## src/mem_types_pkg.sv

```systemverilog
package mem_types_pkg;

	// --------------------------------------------------
	// widths
	// --------------------------------------------------
	localparam int DATA_W      = 32;
	localparam int BYTE_ADDR_W = 16;
	localparam int WORD_ADDR_W = BYTE_ADDR_W - 2;
	localparam int EXC_W       = 4;

	// --------------------------------------------------
	// data formats
	// --------------------------------------------------
	typedef logic [DATA_W-1:0]      data_t;
	typedef logic [BYTE_ADDR_W-1:0] byte_addr_t;
	// byte address without its low two bits
	typedef logic [WORD_ADDR_W-1:0] word_addr_t;
	typedef logic [EXC_W-1:0]       exc_t;

	// sticky exception bit positions
	localparam int EXC_INST_ALIGN = 0;
	localparam int EXC_DATA_ALIGN = 1;
	localparam int EXC_READ_RESP  = 2;
	localparam int EXC_WRITE_RESP = 3;

endpackage

```

## src/mem_ctrl_pkg.sv

```systemverilog
package mem_ctrl_pkg;

	// who holds the shared memory link
	typedef enum logic {OWNER_INST, OWNER_DATA} owner_e;

	// --------------------------------------------------
	// state machines
	// --------------------------------------------------
	typedef enum logic {ARB_IDLE, ARB_BUSY} arb_state_e;

	typedef enum logic [1:0] {C_IDLE, C_RESP, C_WAIT_MEM} cache_state_e;

	typedef enum logic [2:0] {
		AX_IDLE, AX_READ_ADDR, AX_READ_DATA, AX_WRITE, AX_WRITE_RESP
	} axi_state_e;

	// axi response codes
	typedef logic [1:0] axi_resp_t;
	localparam axi_resp_t RESP_OKAY   = 2'd0;
	localparam axi_resp_t RESP_SLVERR = 2'd2;

endpackage

```

## src/mem_link_if.sv

```systemverilog
`timescale 1ns/10ps

interface mem_link_if;

	// request side
	logic                      req;
	logic                      we;
	mem_types_pkg::word_addr_t addr;
	mem_types_pkg::data_t      wdata;

	// response side, valid together with done
	mem_types_pkg::data_t      rdata;
	logic                      err;
	logic                      done;

	modport requester (
		output req,
		output we,
		output addr,
		output wdata,
		input  rdata,
		input  err,
		input  done
	);

	modport responder (
		input  req,
		input  we,
		input  addr,
		input  wdata,
		output rdata,
		output err,
		output done
	);

endinterface

```

## src/l1_word_cache.sv

```systemverilog
`timescale 1ns/10ps

module l1_word_cache #(
	parameter int LINES = 16
) (
	input  logic                      clock_cntrl_i,
	input  logic                      reset_i,
	input  logic                      core_req_i,
	input  logic                      core_we_i,
	input  mem_types_pkg::byte_addr_t core_addr_i,
	input  mem_types_pkg::data_t      core_wdata_i,
	output mem_types_pkg::data_t      core_rdata_o,
	output logic                      core_done_o,
	output logic                      misaligned_o,
	mem_link_if.requester             link
);

	localparam int IDX_W = $clog2(LINES);
	localparam int TAG_W = mem_types_pkg::WORD_ADDR_W - IDX_W;

	mem_ctrl_pkg::cache_state_e state_q;
	logic [LINES-1:0]           valid_q;
	logic [TAG_W-1:0]           tag_q [LINES];
	mem_types_pkg::data_t       line_q [LINES];

	mem_types_pkg::word_addr_t  core_word;
	logic [IDX_W-1:0]           core_idx;
	logic [TAG_W-1:0]           core_tag;
	logic                       aligned;
	logic                       hit;
	logic                       accept;
	logic                       accept_local;
	logic                       mem_done;

	// request held for the link
	mem_types_pkg::word_addr_t  req_addr_q;
	logic                       req_we_q;
	mem_types_pkg::data_t       req_wdata_q;
	logic [IDX_W-1:0]           req_idx;
	logic [TAG_W-1:0]           req_tag;

	mem_types_pkg::data_t       rdata_q;
	logic                       misaligned_q;

	// --------------------------------------------------
	// lookup
	// --------------------------------------------------
	assign core_word = core_addr_i[mem_types_pkg::BYTE_ADDR_W-1:2];
	assign core_idx  = core_word[IDX_W-1:0];
	assign core_tag  = core_word[mem_types_pkg::WORD_ADDR_W-1:IDX_W];
	assign aligned   = (core_addr_i[1:0] == 2'b00);
	assign hit       = valid_q[core_idx] && (tag_q[core_idx] == core_tag);

	assign accept       = (state_q == mem_ctrl_pkg::C_IDLE) && core_req_i;
	// answered without the link
	assign accept_local = !aligned || (!core_we_i && hit);
	assign mem_done     = (state_q == mem_ctrl_pkg::C_WAIT_MEM) && link.done;

	assign req_idx = req_addr_q[IDX_W-1:0];
	assign req_tag = req_addr_q[mem_types_pkg::WORD_ADDR_W-1:IDX_W];

	// --------------------------------------------------
	// control
	// --------------------------------------------------
	always_ff @(posedge clock_cntrl_i) begin
		if (!reset_i) begin
			state_q      <= mem_ctrl_pkg::C_IDLE;
			valid_q      <= '0;
			misaligned_q <= 1'b0;
		end else begin
			misaligned_q <= accept && !aligned;
			case (state_q)
				mem_ctrl_pkg::C_IDLE: begin
					if (accept && accept_local)
						state_q <= mem_ctrl_pkg::C_RESP;
					else if (accept)
						state_q <= mem_ctrl_pkg::C_WAIT_MEM;
				end
				mem_ctrl_pkg::C_WAIT_MEM: begin
					if (link.done) begin
						state_q <= mem_ctrl_pkg::C_RESP;
						// a write allocates and a failed write drops the line
						if (req_we_q)
							valid_q[req_idx] <= !link.err;
						else if (!link.err)
							valid_q[req_idx] <= 1'b1;
					end
				end
				// done is high here while req is still up
				mem_ctrl_pkg::C_RESP: state_q <= mem_ctrl_pkg::C_IDLE;
				default: state_q <= mem_ctrl_pkg::C_IDLE;
			endcase
		end
	end

	// --------------------------------------------------
	// tags, lines and request payload
	// --------------------------------------------------
	always_ff @(posedge clock_cntrl_i) begin
		if (accept) begin
			req_addr_q  <= core_word;
			req_we_q    <= core_we_i;
			req_wdata_q <= core_wdata_i;
			rdata_q     <= (aligned && hit && !core_we_i) ? line_q[core_idx] : '0;
		end
		if (mem_done) begin
			if (req_we_q) begin
				tag_q[req_idx]  <= req_tag;
				line_q[req_idx] <= req_wdata_q;
				rdata_q         <= '0;
			end else begin
				if (!link.err) begin
					tag_q[req_idx]  <= req_tag;
					line_q[req_idx] <= link.rdata;
				end
				rdata_q <= link.err ? '0 : link.rdata;
			end
		end
	end

	assign link.req   = (state_q == mem_ctrl_pkg::C_WAIT_MEM);
	assign link.we    = req_we_q;
	assign link.addr  = req_addr_q;
	assign link.wdata = req_wdata_q;

	assign core_rdata_o = rdata_q;
	assign core_done_o  = (state_q == mem_ctrl_pkg::C_RESP);
	assign misaligned_o = misaligned_q;

	// the link answers only a request that is still outstanding
	a_done_outstanding: assert property (@(posedge clock_cntrl_i) disable iff (!reset_i)
		link.done |-> (state_q == mem_ctrl_pkg::C_WAIT_MEM));

endmodule

```

## src/access_arbiter.sv

```systemverilog
`timescale 1ns/10ps

module access_arbiter (
	input  logic                clock_cntrl_i,
	input  logic                reset_i,
	mem_link_if.responder       inst_link,
	mem_link_if.responder       data_link,
	mem_link_if.requester       mem_link,
	input  logic                inst_misaligned_i,
	input  logic                data_misaligned_i,
	output mem_types_pkg::exc_t exceptions_o
);

	mem_ctrl_pkg::arb_state_e state_q;
	mem_ctrl_pkg::owner_e     owner_q;
	mem_types_pkg::exc_t      exc_q;

	logic busy;
	logic inst_owns;
	logic data_owns;

	assign busy      = (state_q == mem_ctrl_pkg::ARB_BUSY);
	assign inst_owns = busy && (owner_q == mem_ctrl_pkg::OWNER_INST);
	assign data_owns = busy && (owner_q == mem_ctrl_pkg::OWNER_DATA);

	// --------------------------------------------------
	// ownership
	// --------------------------------------------------
	always_ff @(posedge clock_cntrl_i) begin
		if (!reset_i) begin
			state_q <= mem_ctrl_pkg::ARB_IDLE;
			owner_q <= mem_ctrl_pkg::OWNER_INST;
		end else begin
			case (state_q)
				mem_ctrl_pkg::ARB_IDLE: begin
					// instruction side first
					if (inst_link.req) begin
						owner_q <= mem_ctrl_pkg::OWNER_INST;
						state_q <= mem_ctrl_pkg::ARB_BUSY;
					end else if (data_link.req) begin
						owner_q <= mem_ctrl_pkg::OWNER_DATA;
						state_q <= mem_ctrl_pkg::ARB_BUSY;
					end
				end
				mem_ctrl_pkg::ARB_BUSY: begin
					if (mem_link.done)
						state_q <= mem_ctrl_pkg::ARB_IDLE;
				end
				default: state_q <= mem_ctrl_pkg::ARB_IDLE;
			endcase
		end
	end

	// owner's request onto the shared link
	assign mem_link.req   = inst_owns ? inst_link.req : (data_owns && data_link.req);
	assign mem_link.we    = (owner_q == mem_ctrl_pkg::OWNER_INST) ? inst_link.we : data_link.we;
	assign mem_link.addr  = (owner_q == mem_ctrl_pkg::OWNER_INST) ? inst_link.addr
		: data_link.addr;
	assign mem_link.wdata = (owner_q == mem_ctrl_pkg::OWNER_INST) ? inst_link.wdata
		: data_link.wdata;

	// response goes back to the owner only
	assign inst_link.done  = inst_owns && mem_link.done;
	assign inst_link.err   = inst_owns && mem_link.err;
	assign inst_link.rdata = inst_owns ? mem_link.rdata : '0;
	assign data_link.done  = data_owns && mem_link.done;
	assign data_link.err   = data_owns && mem_link.err;
	assign data_link.rdata = data_owns ? mem_link.rdata : '0;

	// --------------------------------------------------
	// sticky exceptions
	// --------------------------------------------------
	always_ff @(posedge clock_cntrl_i) begin
		if (!reset_i) begin
			exc_q <= '0;
		end else begin
			if (inst_misaligned_i)
				exc_q[mem_types_pkg::EXC_INST_ALIGN] <= 1'b1;
			if (data_misaligned_i)
				exc_q[mem_types_pkg::EXC_DATA_ALIGN] <= 1'b1;
			if (mem_link.done && mem_link.err) begin
				if (mem_link.we)
					exc_q[mem_types_pkg::EXC_WRITE_RESP] <= 1'b1;
				else
					exc_q[mem_types_pkg::EXC_READ_RESP] <= 1'b1;
			end
		end
	end

	assign exceptions_o = exc_q;

	// the owner keeps its request up until done and is not handed over
	a_owner_hold: assert property (@(posedge clock_cntrl_i) disable iff (!reset_i)
		mem_link.req && !mem_link.done |=> mem_link.req && $stable(owner_q));

endmodule

```

## src/axi_lite_master.sv

```systemverilog
`timescale 1ns/10ps

module axi_lite_master (
	input  logic                      clock_cntrl_i,
	input  logic                      reset_i,
	mem_link_if.responder             link,
	// write address and data
	output mem_types_pkg::byte_addr_t awaddr_o,
	output logic                      awvalid_o,
	input  logic                      awready_i,
	output mem_types_pkg::data_t      wdata_o,
	output logic [3:0]                wstrb_o,
	output logic                      wvalid_o,
	input  logic                      wready_i,
	// write response
	input  mem_ctrl_pkg::axi_resp_t   bresp_i,
	input  logic                      bvalid_i,
	output logic                      bready_o,
	// read
	output mem_types_pkg::byte_addr_t araddr_o,
	output logic                      arvalid_o,
	input  logic                      arready_i,
	input  mem_types_pkg::data_t      rdata_i,
	input  mem_ctrl_pkg::axi_resp_t   rresp_i,
	input  logic                      rvalid_i,
	output logic                      rready_o
);

	mem_ctrl_pkg::axi_state_e  state_q;
	logic                      awvalid_q;
	logic                      wvalid_q;
	logic                      arvalid_q;
	logic                      done_q;
	logic                      aw_clear;
	logic                      w_clear;

	mem_types_pkg::byte_addr_t addr_q;
	mem_types_pkg::data_t      wdata_q;
	mem_types_pkg::data_t      rdata_q;
	logic                      err_q;

	// each channel is finished once its valid is gone or accepted now
	assign aw_clear = !awvalid_q || awready_i;
	assign w_clear  = !wvalid_q || wready_i;

	// --------------------------------------------------
	// transaction FSM
	// --------------------------------------------------
	always_ff @(posedge clock_cntrl_i) begin
		if (!reset_i) begin
			state_q   <= mem_ctrl_pkg::AX_IDLE;
			awvalid_q <= 1'b0;
			wvalid_q  <= 1'b0;
			arvalid_q <= 1'b0;
			done_q    <= 1'b0;
		end else begin
			done_q <= 1'b0;
			case (state_q)
				mem_ctrl_pkg::AX_IDLE: begin
					// skip the cycle in which done is still up
					if (link.req && !done_q) begin
						if (link.we) begin
							awvalid_q <= 1'b1;
							wvalid_q  <= 1'b1;
							state_q   <= mem_ctrl_pkg::AX_WRITE;
						end else begin
							arvalid_q <= 1'b1;
							state_q   <= mem_ctrl_pkg::AX_READ_ADDR;
						end
					end
				end
				mem_ctrl_pkg::AX_READ_ADDR: begin
					if (arready_i) begin
						arvalid_q <= 1'b0;
						state_q   <= mem_ctrl_pkg::AX_READ_DATA;
					end
				end
				mem_ctrl_pkg::AX_READ_DATA: begin
					if (rvalid_i) begin
						done_q  <= 1'b1;
						state_q <= mem_ctrl_pkg::AX_IDLE;
					end
				end
				mem_ctrl_pkg::AX_WRITE: begin
					if (awready_i)
						awvalid_q <= 1'b0;
					if (wready_i)
						wvalid_q <= 1'b0;
					if (aw_clear && w_clear)
						state_q <= mem_ctrl_pkg::AX_WRITE_RESP;
				end
				mem_ctrl_pkg::AX_WRITE_RESP: begin
					if (bvalid_i) begin
						done_q  <= 1'b1;
						state_q <= mem_ctrl_pkg::AX_IDLE;
					end
				end
				default: state_q <= mem_ctrl_pkg::AX_IDLE;
			endcase
		end
	end

	// payload capture
	always_ff @(posedge clock_cntrl_i) begin
		if (state_q == mem_ctrl_pkg::AX_IDLE && link.req && !done_q) begin
			addr_q  <= {link.addr, 2'b00};
			wdata_q <= link.wdata;
		end
		if (state_q == mem_ctrl_pkg::AX_READ_DATA && rvalid_i) begin
			rdata_q <= rdata_i;
			err_q   <= (rresp_i != mem_ctrl_pkg::RESP_OKAY);
		end
		if (state_q == mem_ctrl_pkg::AX_WRITE_RESP && bvalid_i) begin
			rdata_q <= '0;
			err_q   <= (bresp_i != mem_ctrl_pkg::RESP_OKAY);
		end
	end

	assign awaddr_o  = addr_q;
	assign awvalid_o = awvalid_q;
	assign wdata_o   = wdata_q;
	assign wstrb_o   = 4'hf;
	assign wvalid_o  = wvalid_q;
	assign bready_o  = (state_q == mem_ctrl_pkg::AX_WRITE_RESP);
	assign araddr_o  = addr_q;
	assign arvalid_o = arvalid_q;
	assign rready_o  = (state_q == mem_ctrl_pkg::AX_READ_DATA);

	assign link.done  = done_q;
	assign link.rdata = rdata_q;
	assign link.err   = err_q;

	// a stalled write address is held and belongs to the request on the link
	a_awaddr_stable: assert property (@(posedge clock_cntrl_i) disable iff (!reset_i)
		awvalid_o && !awready_i |=> $stable(awaddr_o) && (awaddr_o == {link.addr, 2'b00}));

endmodule

```

## src/mem_subsystem_top.sv

```systemverilog
`timescale 1ns/10ps

module mem_subsystem_top #(
	// line counts, powers of two
	parameter int INST_LINES = 16,
	parameter int DATA_LINES = 16
) (
	input  logic                      clock_cntrl_i,
	input  logic                      reset_i,
	// instruction port
	input  logic                      inst_req_i,
	input  logic                      inst_we_i,
	input  mem_types_pkg::byte_addr_t inst_addr_i,
	input  mem_types_pkg::data_t      inst_wdata_i,
	output mem_types_pkg::data_t      inst_rdata_o,
	output logic                      inst_done_o,
	// data port
	input  logic                      data_req_i,
	input  logic                      data_we_i,
	input  mem_types_pkg::byte_addr_t data_addr_i,
	input  mem_types_pkg::data_t      data_wdata_i,
	output mem_types_pkg::data_t      data_rdata_o,
	output logic                      data_done_o,
	// axi4-lite
	output mem_types_pkg::byte_addr_t awaddr_o,
	output logic                      awvalid_o,
	input  logic                      awready_i,
	output mem_types_pkg::data_t      wdata_o,
	output logic [3:0]                wstrb_o,
	output logic                      wvalid_o,
	input  logic                      wready_i,
	input  mem_ctrl_pkg::axi_resp_t   bresp_i,
	input  logic                      bvalid_i,
	output logic                      bready_o,
	output mem_types_pkg::byte_addr_t araddr_o,
	output logic                      arvalid_o,
	input  logic                      arready_i,
	input  mem_types_pkg::data_t      rdata_i,
	input  mem_ctrl_pkg::axi_resp_t   rresp_i,
	input  logic                      rvalid_i,
	output logic                      rready_o,
	output mem_types_pkg::exc_t       exceptions_o
);

	logic inst_misaligned;
	logic data_misaligned;

	mem_link_if inst_link ();
	mem_link_if data_link ();
	mem_link_if mem_link ();

	// --------------------------------------------------
	// L1 caches
	// --------------------------------------------------
	l1_word_cache #(.LINES(INST_LINES)) inst_cache (
		.clock_cntrl_i(clock_cntrl_i), .reset_i(reset_i),
		.core_req_i(inst_req_i), .core_we_i(inst_we_i),
		.core_addr_i(inst_addr_i), .core_wdata_i(inst_wdata_i),
		.core_rdata_o(inst_rdata_o), .core_done_o(inst_done_o),
		.misaligned_o(inst_misaligned), .link(inst_link.requester)
	);

	l1_word_cache #(.LINES(DATA_LINES)) data_cache (
		.clock_cntrl_i(clock_cntrl_i), .reset_i(reset_i),
		.core_req_i(data_req_i), .core_we_i(data_we_i),
		.core_addr_i(data_addr_i), .core_wdata_i(data_wdata_i),
		.core_rdata_o(data_rdata_o), .core_done_o(data_done_o),
		.misaligned_o(data_misaligned), .link(data_link.requester)
	);

	// shared path to memory
	access_arbiter arbiter (
		.clock_cntrl_i(clock_cntrl_i), .reset_i(reset_i),
		.inst_link(inst_link.responder), .data_link(data_link.responder),
		.mem_link(mem_link.requester),
		.inst_misaligned_i(inst_misaligned), .data_misaligned_i(data_misaligned),
		.exceptions_o(exceptions_o)
	);

	axi_lite_master axi_master (
		.clock_cntrl_i(clock_cntrl_i), .reset_i(reset_i),
		.link(mem_link.responder),
		.awaddr_o(awaddr_o), .awvalid_o(awvalid_o), .awready_i(awready_i),
		.wdata_o(wdata_o), .wstrb_o(wstrb_o), .wvalid_o(wvalid_o), .wready_i(wready_i),
		.bresp_i(bresp_i), .bvalid_i(bvalid_i), .bready_o(bready_o),
		.araddr_o(araddr_o), .arvalid_o(arvalid_o), .arready_i(arready_i),
		.rdata_i(rdata_i), .rresp_i(rresp_i), .rvalid_i(rvalid_i), .rready_o(rready_o)
	);

endmodule

```

## config.mk

```make
export PLATFORM = sky130hd
export DESIGN_NAME = mem_subsystem_top
export DESIGN_NICKNAME = d
export VERILOG_FILES = /design/src/mem_types_pkg.sv /design/src/mem_ctrl_pkg.sv /design/src/mem_link_if.sv /design/src/l1_word_cache.sv /design/src/access_arbiter.sv /design/src/axi_lite_master.sv /design/src/mem_subsystem_top.sv
export SDC_FILE = /design/constraint.sdc
export NUM_CORES = 1
export LEC_CHECK = 0
export BUFFER_PORTS_ARGS = -buffer_cell sky130_fd_sc_hd__buf_2
export CAP_MARGIN = 20
export CORE_MARGIN = 3
export CORE_UTILIZATION = 25
export CTS_CLUSTER_DIAMETER = 40
export CTS_CLUSTER_SIZE = 24
export DETAILED_ROUTE_END_ITERATION = 8
export PLACE_DENSITY_LB_ADDON = 0.2
export SYNTH_ARGS = -nofsm -noshare
export SYNTH_HDL_FRONTEND = slang
export SYNTH_SLANG_ARGS = --single-unit
```

## constraint.sdc

```tcl
create_clock -name clock_cntrl_i -period 6.75 [get_ports clock_cntrl_i]
set_input_delay 0.3375 -clock clock_cntrl_i [delete_from_list [all_inputs] [get_ports clock_cntrl_i]]
set_output_delay 0.3375 -clock clock_cntrl_i [all_outputs]
set_load 0.01 [all_outputs]
```

==> flow_summary.json <==
{
  "core-area_mm2": 0.252,
  "path_max_fanout": 27,
  "fin_skew_ps": 82.7,
  "fin_nets": 3921,
  "synth_top_area_cell": "edfxtp_1",
  "max_freq_ghz": 0.240,
  "io_buffers": 277,
  "gr-usage-met3": 0.0303,
  "htree_num_levels": 5,
  "wl_per_cell_um": 27.8,
  "cp_cell_sequence": "nor2b_2, buf_4, nand3_2, buf_4, a21o_1, or3_1, nor2_4, buf_4",
  "layout_common_cells": "edfxtp_1, mux4_2, clkbuf_16",
  "stdcell_area_mm2": 0.0805,
  "synth_flop_cell": "edfxtp_1",
  "clk_pin_slew_ps": 50,
  "powerDensity_mw_per_mm2": 347,
  "clock-sinks": 1632,
  "grt-ovfl-total": 0,
  "clock_latency_ps": 920,
  "finalCriticalPeriod_ps": 4160,
  "syn2layout_area_growth_pct": 27.2,
  "path_buf_inv": 3,
  "vdd_drop_max_v": 0.000256,
  "via_per_inst": 4.55,
  "worst_slew_margin_rel": 0.250,
  "pin_count": 286,
  "worstPathRequired_ps": 7230,
  "grt_pass1_wl_um": 282000,
  "synth_area_mm2": 0.0633,
  "grt_max_degree": 98,
  "first_iter_violations": 2905,
  "die_area_mm2": 0.259,
  "die_x_um": 509,
  "vias": 33500,
  "synth_top_area_frac": 0.735,
  "drt_wl_total_um": 204000,
  "hpwl_um": 125000,
  "drive_gt1_frac": 0.344,
  "start_kind": "flip-flop",
  "cts_setup_buffers": 0,
  "drc": 0,
  "grt_pass1_vias": 35100,
  "rsz0062_at_grt": "false",
  "period_share": 0.616,
  "ys_warn_count": 0,
  "hold_viol": 0,
  "antenna_found_initial": 13,
  "synth-edff-count": 1549,
  "fp-row-count": 184,
  "power.leakage_nw": 26.7,
  "final_common_cell": "edfxtp_1",
  "ant_nets": 0,
  "synth.distinct_cells": 66,
  "crit_path_top_delay_cell": "nor2_4",
  "outcome": "complete, no violations",
  "setup_viol": 0,
  "cp_common_cell": "buf_4",
  "critPathMaxStageDelay_ps": 890,
  "crit_family": "simple AND/OR/NAND/NOR gates",
  "cts_tree": "built",
  "maxCapViolCount": 0,
  "die_h_um": 509,
  "grt_use_met2": 0.251,
  "end_kind": "flip-flop",
  "critPathArrivalTime_ps": 4640,
  "drv_slew": 0,
  "clockBufferDepth": 4,
  "ys_ff_latch": 1632,
  "drt-pass1-iter-count": 5,
  "syn_inst": 3162,
  "rrSetupSlack_ps": 2590,
  "placed_area_mm2": 0.0690,
  "grt_usage": 0.156,
  "yosysSeqAreaShare": 0.761,
  "start_util": 0.252,
  "cts_inserted_buffers": 311,
  "cts_resized": 0,
  "critical_path_class": "reg -> reg",
  "synth.avg_cell_area_um2": 20.0,
  "top_usage_layer": "met2",
  "setup_tns_ps": 0,
  "worstMarginPinSlew_ps": 1120,
  "synth-async-reset-ratio": 0,
  "hold_path.class": "in -> reg",
  "synthTopCellsByArea": "edfxtp_1, mux4_2, dfxtp_1, nand2_1, mux2_2",
  "gp_congestion": 0.744,
  "cts_root_buf": "clkbuf_16",
  "grt_use_met1": 0.212
}
==> metrics by stage <==
stage / power (mW) / hold slack (ps) / setup WS (ps) / cells / util
floorplan: 12.3 / 411 / 1420 / 3168 / -
global placement: 13.1 / 426 / 2370 / 6678 / 0.274
detailed placement: 13.1 / 431 / 2380 / 6681 / 0.274
CTS: 28.4 / 12.4 / 2580 / 7351 / 0.320
global route: 28.9 / 42.0 / 2400 / 7354 / 0.320
finish: 28.0 / 44.2 / 2590 / 7356 / 0.320
==> worst reg2reg max path, cell delays in order (launching register included) <==
cell and delay, ps:
dfxtp_1 570, nor2b_2 220, buf_4 300, nand3_2 110, buf_4 310, a21o_1 250, or3_1 480, nor2_4 890
buf_4 610
==> report_power, final <==
group	internal (mW)	leakage, nW	switching, mW
clock network	9.73	4.89	5.35
registers	11.3	14.7	0.428
logic	0.486	7.13	0.675
total	21.5	26.7	6.45
==> logic make-up after synthesis <==
kind of cell,share of synthesized area
compound gates,0.0239
buf+inv,0.0178
flops,0.761
simple gates,0.0368
mux,0.157
xor+xnor,0.00397
other cells,0.000119
==> Yosys cell counts (10+ instances only) <==
master    count
nor2b_1      18
nand2_1     298
o31ai_1      14
mux2i_1      61
a22oi_1      13
buf_4        30
nor2_1       67
inv_1        55
nor3_1       35
buf_1        20
mux2_2       62
nand2b_1     16
edfxtp_1   1549
a21oi_1      62
nand3_1      47
o21ai_0      43
dfxtp_1      83
xnor2_1      14
xor2_1       11
buf_2        42
mux4_2      374
or3_1        10
o21ai_2      30
clkbuf_1     91
==> routing by layer <==
layer	routed length (um)	up-vias	share of wire
met5	7	-	0.000034
met3	11100	266	0.054
li1	-	14200	-
met1	90100	18000	0.44
met4	5690	2	0.028
met2	97500	1069	0.48
==> sequential cells by signal, summed over array words and instances (netlist names), 3 cells and up <==
register	count
axi_master.araddr_o	14
inst_cache.link.addr	14
data_cache.link.wdata	32
axi_master.wdata_o	32
inst_cache.link.wdata	32
arbiter.exceptions_o	4
axi_master.state_q	3
data_cache.line_q	512
inst_cache.tag_q	160
axi_master.link.rdata	32
data_cache.valid_q	16
inst_cache.valid_q	16
data_cache.link.addr	14
data_cache.core_rdata_o	32
inst_cache.line_q	512
data_cache.tag_q	160
inst_cache.core_rdata_o	32
==> layout make-up <==
class	count	area, um^2
well taps	3348	4190
clock inverters	196	2080
flip-flops and latches	1632	48200
diodes	3	7.51
multi-input cells	1291	14400
clock buffers	344	8090
repair buffers	486	3430
inverters	56	211
fillers	24100	171000
==> repair_timing <==
item                                    CTS  global route
hold buffers                            130             0
endpoints found under the setup margin    0             0
hold endpoints to repair                141             0
==> worst paths after layout <==
kind | start | end | cells past startpoint
worst max-delay path | arbiter.busy | inst_cache.line_q[2][14] | 8
worst min-delay path | data_addr_i[2] | data_cache.link.addr[0] | 1
worst min register to register | data_cache.misaligned_o | arbiter.exceptions_o[1] | 2
worst max register to register | arbiter.busy | inst_cache.line_q[2][14] | 8
(Power assumes the default switching activity.)
